==> config.mk <==
export PLATFORM = sky130hd
export DESIGN_NAME = riscv_core
export DESIGN_NICKNAME = d
export VERILOG_FILES = /design/src/design/riscv_pkg.sv /design/src/design/riscv_stage_if.sv /design/src/design/riscv_core.sv /design/src/design/riscv_writeback.sv /design/src/design/riscv_execute.sv /design/src/design/riscv_decode.sv
export VERILOG_INCLUDE_DIRS = /design/src /design/src/design
export SDC_FILE = /design/constraint.sdc
export NUM_CORES = 2
export LEC_CHECK = 0
export BUFFER_PORTS_ARGS = -buffer_cell sky130_fd_sc_hd__buf_4
export CAP_MARGIN = 40
export CORE_MARGIN = 5
export CORE_UTILIZATION = 30
export DETAILED_ROUTE_END_ITERATION = 10
export SLEW_MARGIN = 10
export SYNTH_ARGS = -nofsm -noshare
export SYNTH_HDL_FRONTEND = slang
export SYNTH_SLANG_ARGS = --single-unit
==> constraint.sdc <==
create_clock -name clk -period 10 [get_ports clk]
set_input_delay 2 -clock clk [delete_from_list [all_inputs] [get_ports clk]]
set_output_delay 2 -clock clk [all_outputs]
set_load 0.01 [all_outputs]
==> src/design/riscv_cfg.svh <==
//////////////////////////////////////////////////
// Core build constants; RV32 only, so XLEN stays 32
//////////////////////////////////////////////////
`ifndef RISCV_CFG_SVH
`define RISCV_CFG_SVH

`define RV_XLEN      32
`define RV_RESETVEC  32'h0000_0000

// ADDI x0,x0,0
`define RV_NOP       32'h0000_0013

`define RV_NREGS     32

`endif
==> src/design/riscv_pkg.sv <==
//////////////////////////////////////////////////
// Encodings and decoded-instruction types of the core
//////////////////////////////////////////////////
`include "riscv_cfg.svh"

package riscv_pkg;

    // Major opcodes, inst[6:0]
    typedef enum logic [6:0] {
        OPC_LUI    = 7'b0110111,
        OPC_AUIPC  = 7'b0010111,
        OPC_JAL    = 7'b1101111,
        OPC_JALR   = 7'b1100111,
        OPC_BRANCH = 7'b1100011,
        OPC_LOAD   = 7'b0000011,
        OPC_STORE  = 7'b0100011,
        OPC_OP_IMM = 7'b0010011,
        OPC_OP     = 7'b0110011,
        OPC_FENCE  = 7'b0001111,
        OPC_SYSTEM = 7'b1110011
    } opcode_e;

    typedef enum logic [2:0] {
        ALU_ADD, ALU_SLL, ALU_SLT, ALU_SLTU, ALU_XOR, ALU_SR, ALU_OR, ALU_AND
    } alu_fn_e;

    // 3'b010 and 3'b011 are not branches
    typedef enum logic [2:0] {
        BR_BEQ = 3'b000, BR_BNE = 3'b001, BR_BLT = 3'b100,
        BR_BGE = 3'b101, BR_BLTU = 3'b110, BR_BGEU = 3'b111
    } br_fn_e;

    typedef enum logic [3:0] {
        KIND_NONE, KIND_ALU, KIND_LUI, KIND_AUIPC, KIND_JAL,
        KIND_JALR, KIND_BRANCH, KIND_LOAD, KIND_STORE
    } inst_kind_e;

    typedef logic [`RV_XLEN-1:0] word_t;
    typedef logic [4:0]          reg_idx_t;

endpackage

==> src/design/riscv_stage_if.sv <==
//////////////////////////////////////////////////
// Links between the three stages, point to point
//////////////////////////////////////////////////

// Decoded instruction forward, stall and flush back
interface dec_ex_if import riscv_pkg::*; ();
    inst_kind_e kind;
    logic [2:0] fn;         // funct3
    logic       alt;        // SUB or SRA
    logic       imm_sel;    // Operand 2 from imm
    word_t      imm;
    reg_idx_t   rs1;
    reg_idx_t   rs2;
    reg_idx_t   rd;
    word_t      pc;
    logic       illegal;
    logic       hold;
    logic       flush;

    modport decode (
        output kind, fn, alt, imm_sel, imm, rs1, rs2, rd, pc, illegal,
        input  hold, flush
    );
    modport execute (
        input  kind, fn, alt, imm_sel, imm, rs1, rs2, rd, pc, illegal,
        output hold, flush
    );
endinterface

// Result forward, bypassed operands back
interface ex_wb_if import riscv_pkg::*; ();
    logic     valid;
    reg_idx_t rd;
    word_t    result;
    reg_idx_t rs1;
    reg_idx_t rs2;
    word_t    rdata1;
    word_t    rdata2;

    modport execute   (output valid, rd, result, rs1, rs2, input rdata1, rdata2);
    modport writeback (input valid, rd, result, rs1, rs2, output rdata1, rdata2);
endinterface

==> src/design/riscv_core.sv <==
//////////////////////////////////////////////////
// imem word comes the cycle after an address taken with imem_ready, held while it is low
// dmem requests stay up with stable address until valid; word access only
//////////////////////////////////////////////////
`include "riscv_cfg.svh"

module riscv_core import riscv_pkg::*; (
    input  logic  clk,
    input  logic  resetb,
    output word_t imem_addr,
    output logic  imem_ready,
    input  logic  imem_valid,
    input  word_t imem_rdata,
    output logic  dmem_rready,
    output word_t dmem_raddr,
    input  logic  dmem_rvalid,
    input  word_t dmem_rdata,
    output logic  dmem_wready,
    output word_t dmem_waddr,
    output word_t dmem_wdata,
    input  logic  dmem_wvalid,
    output logic  exception
);

    logic fault;

    dec_ex_if dx ();
    ex_wb_if  xw ();

    riscv_decode u_decode (
        .clk        (clk),
        .resetb     (resetb),
        .imem_valid (imem_valid),
        .imem_rdata (imem_rdata),
        .fetch_pc   (imem_addr),
        .dx         (dx)
    );

    riscv_execute u_execute (
        .clk         (clk),
        .resetb      (resetb),
        .dx          (dx),
        .xw          (xw),
        .imem_valid  (imem_valid),
        .imem_addr   (imem_addr),
        .imem_ready  (imem_ready),
        .dmem_rready (dmem_rready),
        .dmem_raddr  (dmem_raddr),
        .dmem_rvalid (dmem_rvalid),
        .dmem_rdata  (dmem_rdata),
        .dmem_wready (dmem_wready),
        .dmem_waddr  (dmem_waddr),
        .dmem_wdata  (dmem_wdata),
        .dmem_wvalid (dmem_wvalid),
        .fault       (fault)
    );

    riscv_writeback u_writeback (
        .clk       (clk),
        .resetb    (resetb),
        .xw        (xw),
        .fault     (fault),
        .exception (exception)
    );

endmodule

==> src/design/riscv_writeback.sv <==
//////////////////////////////////////////////////
// Register file updates one edge after the result leaves execute
// Register contents are unknown after reset, x0 reads zero
//////////////////////////////////////////////////
`include "riscv_cfg.svh"

module riscv_writeback import riscv_pkg::*; (
    input  logic        clk,
    input  logic        resetb,
    ex_wb_if.writeback  xw,
    input  logic        fault,
    output logic        exception
);

    word_t    regs [1:`RV_NREGS-1];
    logic     pend_valid;
    reg_idx_t pend_rd;
    word_t    pend_result;

    always_ff @(posedge clk or negedge resetb) begin
        if (!resetb) begin
            pend_valid <= 1'b0;
            exception  <= 1'b0;
        end else begin
            pend_valid <= xw.valid && xw.rd != '0;     // x0 writes dropped here
            if (fault)
                exception <= 1'b1;                     // Sticky
        end
    end

    always_ff @(posedge clk) begin
        pend_rd     <= xw.rd;
        pend_result <= xw.result;
        if (pend_valid)
            regs[pend_rd] <= pend_result;
    end

    //////////////////////////////////////////////////
    // Read ports with bypass of the pending result
    assign xw.rdata1 = (xw.rs1 == '0) ? '0 :
                       (pend_valid && pend_rd == xw.rs1) ? pend_result : regs[xw.rs1];
    assign xw.rdata2 = (xw.rs2 == '0) ? '0 :
                       (pend_valid && pend_rd == xw.rs2) ? pend_result : regs[xw.rs2];

endmodule

==> src/design/riscv_execute.sv <==
//////////////////////////////////////////////////
// Loads and stores hold the pipe until their valid; one of each in flight
// imem_ready drops while held so the fetch word stays put
//////////////////////////////////////////////////
`include "riscv_cfg.svh"

module riscv_execute import riscv_pkg::*; (
    input  logic      clk,
    input  logic      resetb,
    dec_ex_if.execute dx,
    ex_wb_if.execute  xw,
    input  logic      imem_valid,
    output word_t     imem_addr,
    output logic      imem_ready,
    output logic      dmem_rready,
    output word_t     dmem_raddr,
    input  logic      dmem_rvalid,
    input  word_t     dmem_rdata,
    output logic      dmem_wready,
    output word_t     dmem_waddr,
    output word_t     dmem_wdata,
    input  logic      dmem_wvalid,
    output logic      fault
);

    word_t             op1;
    word_t             op2;
    word_t             eff_addr;    // rs1 + imm, loads, stores, JALR
    word_t             alu_res;
    word_t             result;
    word_t             target;
    word_t             fetch_pc;
    logic [`RV_XLEN:0] sub_s;
    logic [`RV_XLEN:0] sub_u;
    logic              br_cond;
    logic              taken;
    logic              writes;
    logic              ill_fn;
    logic              ld_done;
    logic              st_done;
    logic              hold;

    assign op1      = xw.rdata1;
    assign op2      = dx.imm_sel ? dx.imm : xw.rdata2;
    assign sub_s    = {op1[`RV_XLEN-1], op1} - {op2[`RV_XLEN-1], op2};
    assign sub_u    = {1'b0, op1} - {1'b0, op2};
    assign eff_addr = op1 + dx.imm;

    //////////////////////////////////////////////////
    // ALU and branch compare
    always_comb begin
        case (alu_fn_e'(dx.fn))
            ALU_ADD:  alu_res = dx.alt ? op1 - op2 : op1 + op2;
            ALU_SLL:  alu_res = op1 << op2[4:0];
            ALU_SLT:  alu_res = {31'h0, sub_s[`RV_XLEN]};
            ALU_SLTU: alu_res = {31'h0, sub_u[`RV_XLEN]};
            ALU_XOR:  alu_res = op1 ^ op2;
            ALU_SR:   alu_res = dx.alt ? word_t'($signed(op1) >>> op2[4:0]) : op1 >> op2[4:0];
            ALU_OR:   alu_res = op1 | op2;
            ALU_AND:  alu_res = op1 & op2;
        endcase
        case (br_fn_e'(dx.fn))
            BR_BEQ:  br_cond = sub_u == '0;
            BR_BNE:  br_cond = sub_u != '0;
            BR_BLT:  br_cond = sub_s[`RV_XLEN];
            BR_BGE:  br_cond = !sub_s[`RV_XLEN];
            BR_BLTU: br_cond = sub_u[`RV_XLEN];
            BR_BGEU: br_cond = !sub_u[`RV_XLEN];
            default: br_cond = 1'b0;
        endcase
    end

    // alt only exists for SUB and SRA; funct3 010/011 are no branch
    assign ill_fn = (dx.kind == KIND_ALU && dx.alt && dx.fn != ALU_ADD && dx.fn != ALU_SR) ||
                    (dx.kind == KIND_BRANCH && dx.fn[2:1] == 2'b01);

    always_comb begin
        result = alu_res;
        target = dx.pc + dx.imm;
        writes = 1'b1;
        taken  = 1'b0;
        case (dx.kind)
            KIND_ALU:   ;
            KIND_LUI:   result = dx.imm;
            KIND_AUIPC: result = dx.pc + dx.imm;
            KIND_JAL: begin
                result = dx.pc + 32'd4;
                taken  = 1'b1;
            end
            KIND_JALR: begin
                result = dx.pc + 32'd4;
                target = {eff_addr[`RV_XLEN-1:1], 1'b0};
                taken  = 1'b1;
            end
            KIND_BRANCH: begin
                writes = 1'b0;
                taken  = br_cond;
            end
            KIND_LOAD:  result = dmem_rdata;    // Only used in the rvalid cycle
            default:    writes = 1'b0;          // None, store
        endcase
    end

    assign ld_done = dmem_rready && dmem_rvalid;
    assign st_done = dmem_wready && dmem_wvalid;
    assign hold    = (dx.kind == KIND_LOAD && !ld_done) || (dx.kind == KIND_STORE && !st_done);

    assign dx.hold  = hold;
    assign dx.flush = taken;
    assign xw.valid  = writes && !hold;
    assign xw.rd     = dx.rd;
    assign xw.result = result;
    assign xw.rs1    = dx.rs1;
    assign xw.rs2    = dx.rs2;

    assign fault = dx.illegal || ill_fn || (taken && target[1:0] != 2'b00);

    //////////////////////////////////////////////////
    // Fetch PC and memory requests
    always_ff @(posedge clk or negedge resetb) begin
        if (!resetb)
            fetch_pc <= `RV_RESETVEC;
        else if (taken)
            fetch_pc <= target;
        else if (!hold && imem_valid)
            fetch_pc <= fetch_pc + 32'd4;
    end

    assign imem_addr  = fetch_pc;
    assign imem_ready = !hold && imem_valid;

    always_ff @(posedge clk or negedge resetb) begin
        if (!resetb) begin
            dmem_rready <= 1'b0;
            dmem_wready <= 1'b0;
        end else begin
            if (ld_done)
                dmem_rready <= 1'b0;
            else if (dx.kind == KIND_LOAD)
                dmem_rready <= 1'b1;
            if (st_done)
                dmem_wready <= 1'b0;
            else if (dx.kind == KIND_STORE)
                dmem_wready <= 1'b1;
        end
    end

    // Address and data latched with the request, stable until valid
    always_ff @(posedge clk) begin
        if (dx.kind == KIND_LOAD && !dmem_rready)
            dmem_raddr <= eff_addr;
        if (dx.kind == KIND_STORE && !dmem_wready) begin
            dmem_waddr <= eff_addr;
            dmem_wdata <= xw.rdata2;
        end
    end

endmodule

==> src/design/riscv_decode.sv <==
//////////////////////////////////////////////////
// imem_rdata belongs to the address taken one cycle earlier
// First word after reset and two words after a flush are dropped
//////////////////////////////////////////////////
`include "riscv_cfg.svh"

module riscv_decode import riscv_pkg::*; (
    input  logic     clk,
    input  logic     resetb,
    input  logic     imem_valid,
    input  word_t    imem_rdata,
    input  word_t    fetch_pc,
    dec_ex_if.decode dx
);

    word_t      inst;
    opcode_e    opc;
    logic [2:0] f3;
    word_t      imm;
    inst_kind_e kind;
    logic       illegal;
    logic       squash;     // Second slot after a flush still to drop
    logic       take;
    word_t      if_pc;      // Address of the word on imem_rdata

    assign take = !dx.hold && imem_valid;
    assign inst = (dx.flush || squash || !imem_valid) ? `RV_NOP : imem_rdata;
    assign opc  = opcode_e'(inst[6:0]);
    assign f3   = inst[14:12];

    always_comb begin
        case (opc)
            OPC_LUI, OPC_AUIPC: imm = {inst[31:12], 12'h0};
            OPC_JAL:    imm = {{12{inst[31]}}, inst[19:12], inst[20], inst[30:21], 1'b0};
            OPC_BRANCH: imm = {{20{inst[31]}}, inst[7], inst[30:25], inst[11:8], 1'b0};
            OPC_STORE:  imm = {{20{inst[31]}}, inst[31:25], inst[11:7]};
            OPC_JALR, OPC_LOAD: imm = {{20{inst[31]}}, inst[31:20]};
            OPC_OP_IMM: imm = (f3 == ALU_SLL || f3 == ALU_SR) ?
                              {27'h0, inst[24:20]} : {{20{inst[31]}}, inst[31:20]};
            default:    imm = '0;
        endcase
    end

    always_comb begin
        kind    = KIND_NONE;
        illegal = 1'b0;
        case (opc)
            OPC_LUI:    kind = KIND_LUI;
            OPC_AUIPC:  kind = KIND_AUIPC;
            OPC_JAL:    kind = KIND_JAL;
            OPC_JALR:   kind = KIND_JALR;
            OPC_BRANCH: kind = KIND_BRANCH;
            OPC_LOAD:   kind = KIND_LOAD;
            OPC_STORE:  kind = KIND_STORE;
            OPC_OP_IMM: kind = KIND_ALU;
            OPC_OP:     kind = KIND_ALU;
            OPC_FENCE:  kind = KIND_NONE;   // No-op
            default:    illegal = 1'b1;     // SYSTEM lands here too
        endcase
        if (opc == OPC_OP && inst[31:25] != 7'h00 && inst[31:25] != 7'h20)
            illegal = 1'b1;
        if ((opc == OPC_LOAD || opc == OPC_STORE) && f3 != 3'b010)
            illegal = 1'b1;                 // Word access only
        if (illegal)
            kind = KIND_NONE;
    end

    always_ff @(posedge clk or negedge resetb) begin
        if (!resetb) begin
            squash     <= 1'b1;
            if_pc      <= `RV_RESETVEC;
            dx.kind    <= KIND_NONE;
            dx.illegal <= 1'b0;
        end else begin
            if (dx.flush)
                squash <= 1'b1;
            else if (take)
                squash <= 1'b0;
            if (take)
                if_pc  <= fetch_pc;
            if (!dx.hold) begin
                dx.kind    <= kind;
                dx.illegal <= illegal;
            end
        end
    end

    always_ff @(posedge clk) begin
        if (!dx.hold) begin
            dx.fn      <= f3;
            dx.alt     <= inst[30] && (opc == OPC_OP ||
                          (opc == OPC_OP_IMM && (f3 == ALU_SLL || f3 == ALU_SR)));
            dx.imm_sel <= opc == OPC_OP_IMM || opc == OPC_LOAD || opc == OPC_JALR;
            dx.imm     <= imm;
            dx.rs1     <= inst[19:15];
            dx.rs2     <= inst[24:20];
            dx.rd      <= inst[11:7];
            dx.pc      <= if_pc;
        end
    end

endmodule

==> impl_metrics.yaml <==
power_and_ir_drop:
  share_seq_of_total_power: 0.426
  swShare: 0.3280
  vdd_ir_drop_max_v: 0.0001404
  power.net_switching_uw: 5265
  power_per_cell_area_mw_per_mm2: 191.0
  internal_power_uw: 10790
  leak_pwr_uw: 0.02861
  share_of_power_burned_in_the_clock_network: 0.321
  share_comb_of_total_power: 0.253
  power_uw: 16050
clock_tree:
  cts_sinks: 1293
  insertion_delay_ps: 830
  cts_root_buf: "sky130_fd_sc_hd__clkbuf_16"
  cts-hold-fix-buffers: 0
  maximum_root_to_sink_buffer_count: 3
  cts-buffers-inserted: 141
  clk_pin_slew_worst_paths_ps: 60
  ctsResizeCount: 0
  cts_tree: "built"
  postCtsSetupBuffers: 0
  cts_htree_levels: 4
grt:
  pin_count_of_the_biggest_net_entering_global_routing: 76
  antenna_found_initial: 20
  total_congestion_overflow: 0
  gr-usage-all-layers: 0.2180
  grt_first_pass_wirelength_mm: 393.4
  grt_pass1_vias: 51160
route:
  initialDrtViolationCount: 7438
  antenna_violating_nets_post_route: 0
  first_pass_detailed_route_iteration_total: 6
  detail_route.drc_violations: 0
  vias_per_cell: 5.885
  drt_wl_total_mm: 283.4
  route.detailed.wl_per_inst_microns: 31.53
  via_count: 52900
finish:
  final_cell_area_sq_mm: 0.08406
  fin_nets: 5930
  layout-drive-gt1-share: 0.2313
  area.sequential_sq_mm: 0.03802
  multi_input_comb_area_sq_mm: 0.03246
  filler_cell_count: 23140
  most_used_cells_in_the_layout_excluding_fill_and_tap_cells: "sky130_fd_sc_hd__edfxtp_1 (1172), sky130_fd_sc_hd__mux4_2 (478), sky130_fd_sc_hd__nor2_1 (415)"
  layout_commonest_cell: "sky130_fd_sc_hd__edfxtp_1"
  synthToLayoutAreaGrowth_pct: 16.32
timing:
  final_max_slew_violation_count: 0
  finalSetupViolations: 0
  fin_crit_ps: 9546
  timing.setup.tns_ps: 0
  setup_repair_after_global_routing_missed_its_margin: "false"
  max_slew_margin_vs_limit: 0.2711
  hold_viol_final: 0
  post-route-period-util: 0.9546
  clock.fmax_ghz: 0.1048
  postLayoutSetupSlackWorst_ps: 453.9
  final.setup_skew_ps: 42.97
  worst_slew_pin_slew_ps: 1093
placement:
  dp_slack_ps: 683.8
  placed_cell_area_sq_mm: 0.07947
  routabilityCongestion: 1.004
  detailedPlacementHpwl_mm: 195.9
  port_buffers: 200
setup_path:
  critPathKind: "reg2reg"
  arrival_ps: 10100
  critical-path-top-delay-family: "compound AO/OA/AOI/OAI gates"
  end_kind: "flop"
  worst_path_most_repeated_cell: "sky130_fd_sc_hd__a21oi_1"
  critical_path.max_stage_delay_ps: 780
  path_buf_inv: 5
  worstPathMaxFanout: 63
  crit_path_top_delay_cell: "sky130_fd_sc_hd__o311ai_0"
  required_ps: 10550
  startpoint_type: "flop"
min_path:
  min_delay_worst_type: "reg2reg"
flow_run:
  maxCapViolations: 0
yosys:
  synthesis.area_per_instance_sq_um: 13.33
  postSynthNetCount: 5668
  synth.distinct_cells: 108
  syn_area_sq_mm: 0.07227
  synth.ff_latch_count: 1293
  ys_seq_area_frac: 0.5256
  syn_inst: 5420
  synth-async-reset-ratio: 0.05723
  yosys_most_used_dff: "sky130_fd_sc_hd__edfxtp_1"
  synth_edf_count: 1172
  yosysWarningCount: 0
floorplan:
  fp.dieW_microns: 500.8
  design.die.area_sq_mm: 0.2508
  die_y_microns: 500.8
  floorplan.initialDensity: 0.3010
  core_area_sq_mm: 0.2401
  num_rows: 180
  pin_count: 201
run_status:
  run_status: "finished clean"
## Yosys cell counts (26+ instances only)
library cell,number,area share
sky130_fd_sc_hd__a211oi_1,145,0.015
sky130_fd_sc_hd__o21ai_0,206,0.014
sky130_fd_sc_hd__nand2_1,359,0.019
sky130_fd_sc_hd__clkbuf_1,212,0.011
sky130_fd_sc_hd__xor2_1,67,0.0081
sky130_fd_sc_hd__o22ai_1,32,0.0028
sky130_fd_sc_hd__nor2_1,449,0.023
sky130_fd_sc_hd__buf_2,65,0.0045
sky130_fd_sc_hd__o211ai_1,38,0.0039
sky130_fd_sc_hd__xnor2_1,132,0.016
sky130_fd_sc_hd__buf_4,26,0.0027
sky130_fd_sc_hd__nor3_1,59,0.0041
sky130_fd_sc_hd__o31ai_1,36,0.0037
sky130_fd_sc_hd__mux2_2,57,0.0089
sky130_fd_sc_hd__nor2b_1,38,0.0033
sky130_fd_sc_hd__ha_1,175,0.030
sky130_fd_sc_hd__inv_1,115,0.0060
sky130_fd_sc_hd__and2_1,70,0.0061
sky130_fd_sc_hd__and3_1,38,0.0033
sky130_fd_sc_hd__buf_1,45,0.0023
sky130_fd_sc_hd__edfxtp_1,1172,0.49
sky130_fd_sc_hd__nand2b_1,42,0.0036
sky130_fd_sc_hd__a22oi_1,32,0.0033
sky130_fd_sc_hd__mux2i_1,311,0.043
sky130_fd_sc_hd__a221oi_1,38,0.0046
sky130_fd_sc_hd__a21o_1,29,0.0030
sky130_fd_sc_hd__dfxtp_1,47,0.013
sky130_fd_sc_hd__dfrtp_1,73,0.025
sky130_fd_sc_hd__a21oi_1,297,0.021
sky130_fd_sc_hd__mux4_2,478,0.15
sky130_fd_sc_hd__nand3_1,92,0.0064
sky130_fd_sc_hd__a31oi_1,38,0.0033
## per-stage QoR
stage | hold slack (ps) | instances | utilization
2_1_floorplan | 348.7 | 5420 | -
3_3_place_gp | 384.6 | 8664 | 0.3264
3_5_place_dp | 370.7 | 8720 | 0.3310
4_1_cts | 397.0 | 8974 | 0.3498
5_1_grt | 396.8 | 8978 | 0.3500
6_report | 389.8 | 8988 | 0.3501
## routing by layer
layer | vias up | track usage | routed length, microns
met5 | - | 0 | 52
met4 | 8 | 0.1063 | 15760
met3 | 633 | 0.04798 | 29760
met2 | 3410 | 0.3429 | 129300
met1 | 26900 | 0.2854 | 108500
li1 | 21940 | - | -
## sequential cells by signal, summed over array words and instances, names as in the netlist, named ones only
name,cells
u_decode.dx.imm,32
u_decode.dx.rs1,5
u_decode.dx.kind,4
u_execute.dmem_raddr,32
u_writeback.pend_valid,1
u_execute.imem_addr,32
u_execute.dmem_waddr,32
u_decode.dx.illegal,1
u_execute.dmem_wdata,32
u_writeback.pend_rd,5
u_execute.dmem_wready,1
u_decode.if_pc,32
u_decode.dx.imm_sel,1
u_decode.squash,1
u_decode.dx.pc,32
u_writeback.exception,1
u_writeback.regs,992
u_decode.dx.rs2,5
u_decode.dx.fn,3
u_decode.dx.rd,5
u_writeback.pend_result,32
u_execute.dmem_rready,1
u_decode.dx.alt,1
## power groups by stage
stage / registers (uW) / logic [uW] / clock network, uW
after detailed placement: 6920 / 3950 / 0
after floorplan: 7010 / 2130 / 0
after global placement: 7090 / 3650 / 0
final: 6830 / 4070 / 5150
after CTS: 6820 / 3970 / 5230
after global routing: 6850 / 4260 / 5460
## path summary, 6_finish.rpt
path | to | start | depth (start not counted) | slack (ps)
setup / recovery | u_decode.dx.imm[6] | flop | 28 | 450
hold / removal | u_writeback.pend_rd[3] | u_decode.dx.rd[3] | 0 | 390
setup reg to reg | u_decode.dx.imm[6] | flop | 28 | 450
hold reg to reg | u_writeback.pend_rd[3] | u_decode.dx.rd[3] | 0 | 390
max in group asynchronous | u_execute.imem_addr[29] | resetb | 2 | 7770
min in group asynchronous | u_execute.dmem_rready | resetb | 1 | 1070
## cells by family (layout without fill, tap and decap cells)
group | after synthesis | after routing | share of synthesized area
AND/OR/NAND/NOR | 1270 | 1270 | 0.08153
flip-flops | 1293 | 1293 | 0.5256
multiplexers | 848 | 848 | 0.2016
AO/OA/AOI/OAI | 1136 | 1136 | 0.1050
adder cells (fa/ha/maj) | 183 | 183 | 0.03196
buffers and inverters | 491 | 864 | 0.03011
other | 0 | 10 | 0
XOR/XNOR | 199 | 199 | 0.02412
## layout make-up
cell class,count,share of cell area
repair buffers,486,0.05477
inverters,124,0.005567
multi-input cells,3636,0.3861
flip-flops and latches,1293,0.4523
well taps,3185,0.04741
clock inverters,89,0.009615
diodes,10,0.0002977
clock buffers,165,0.04392
No activity file was read; power rests on OpenSTA's default activity.
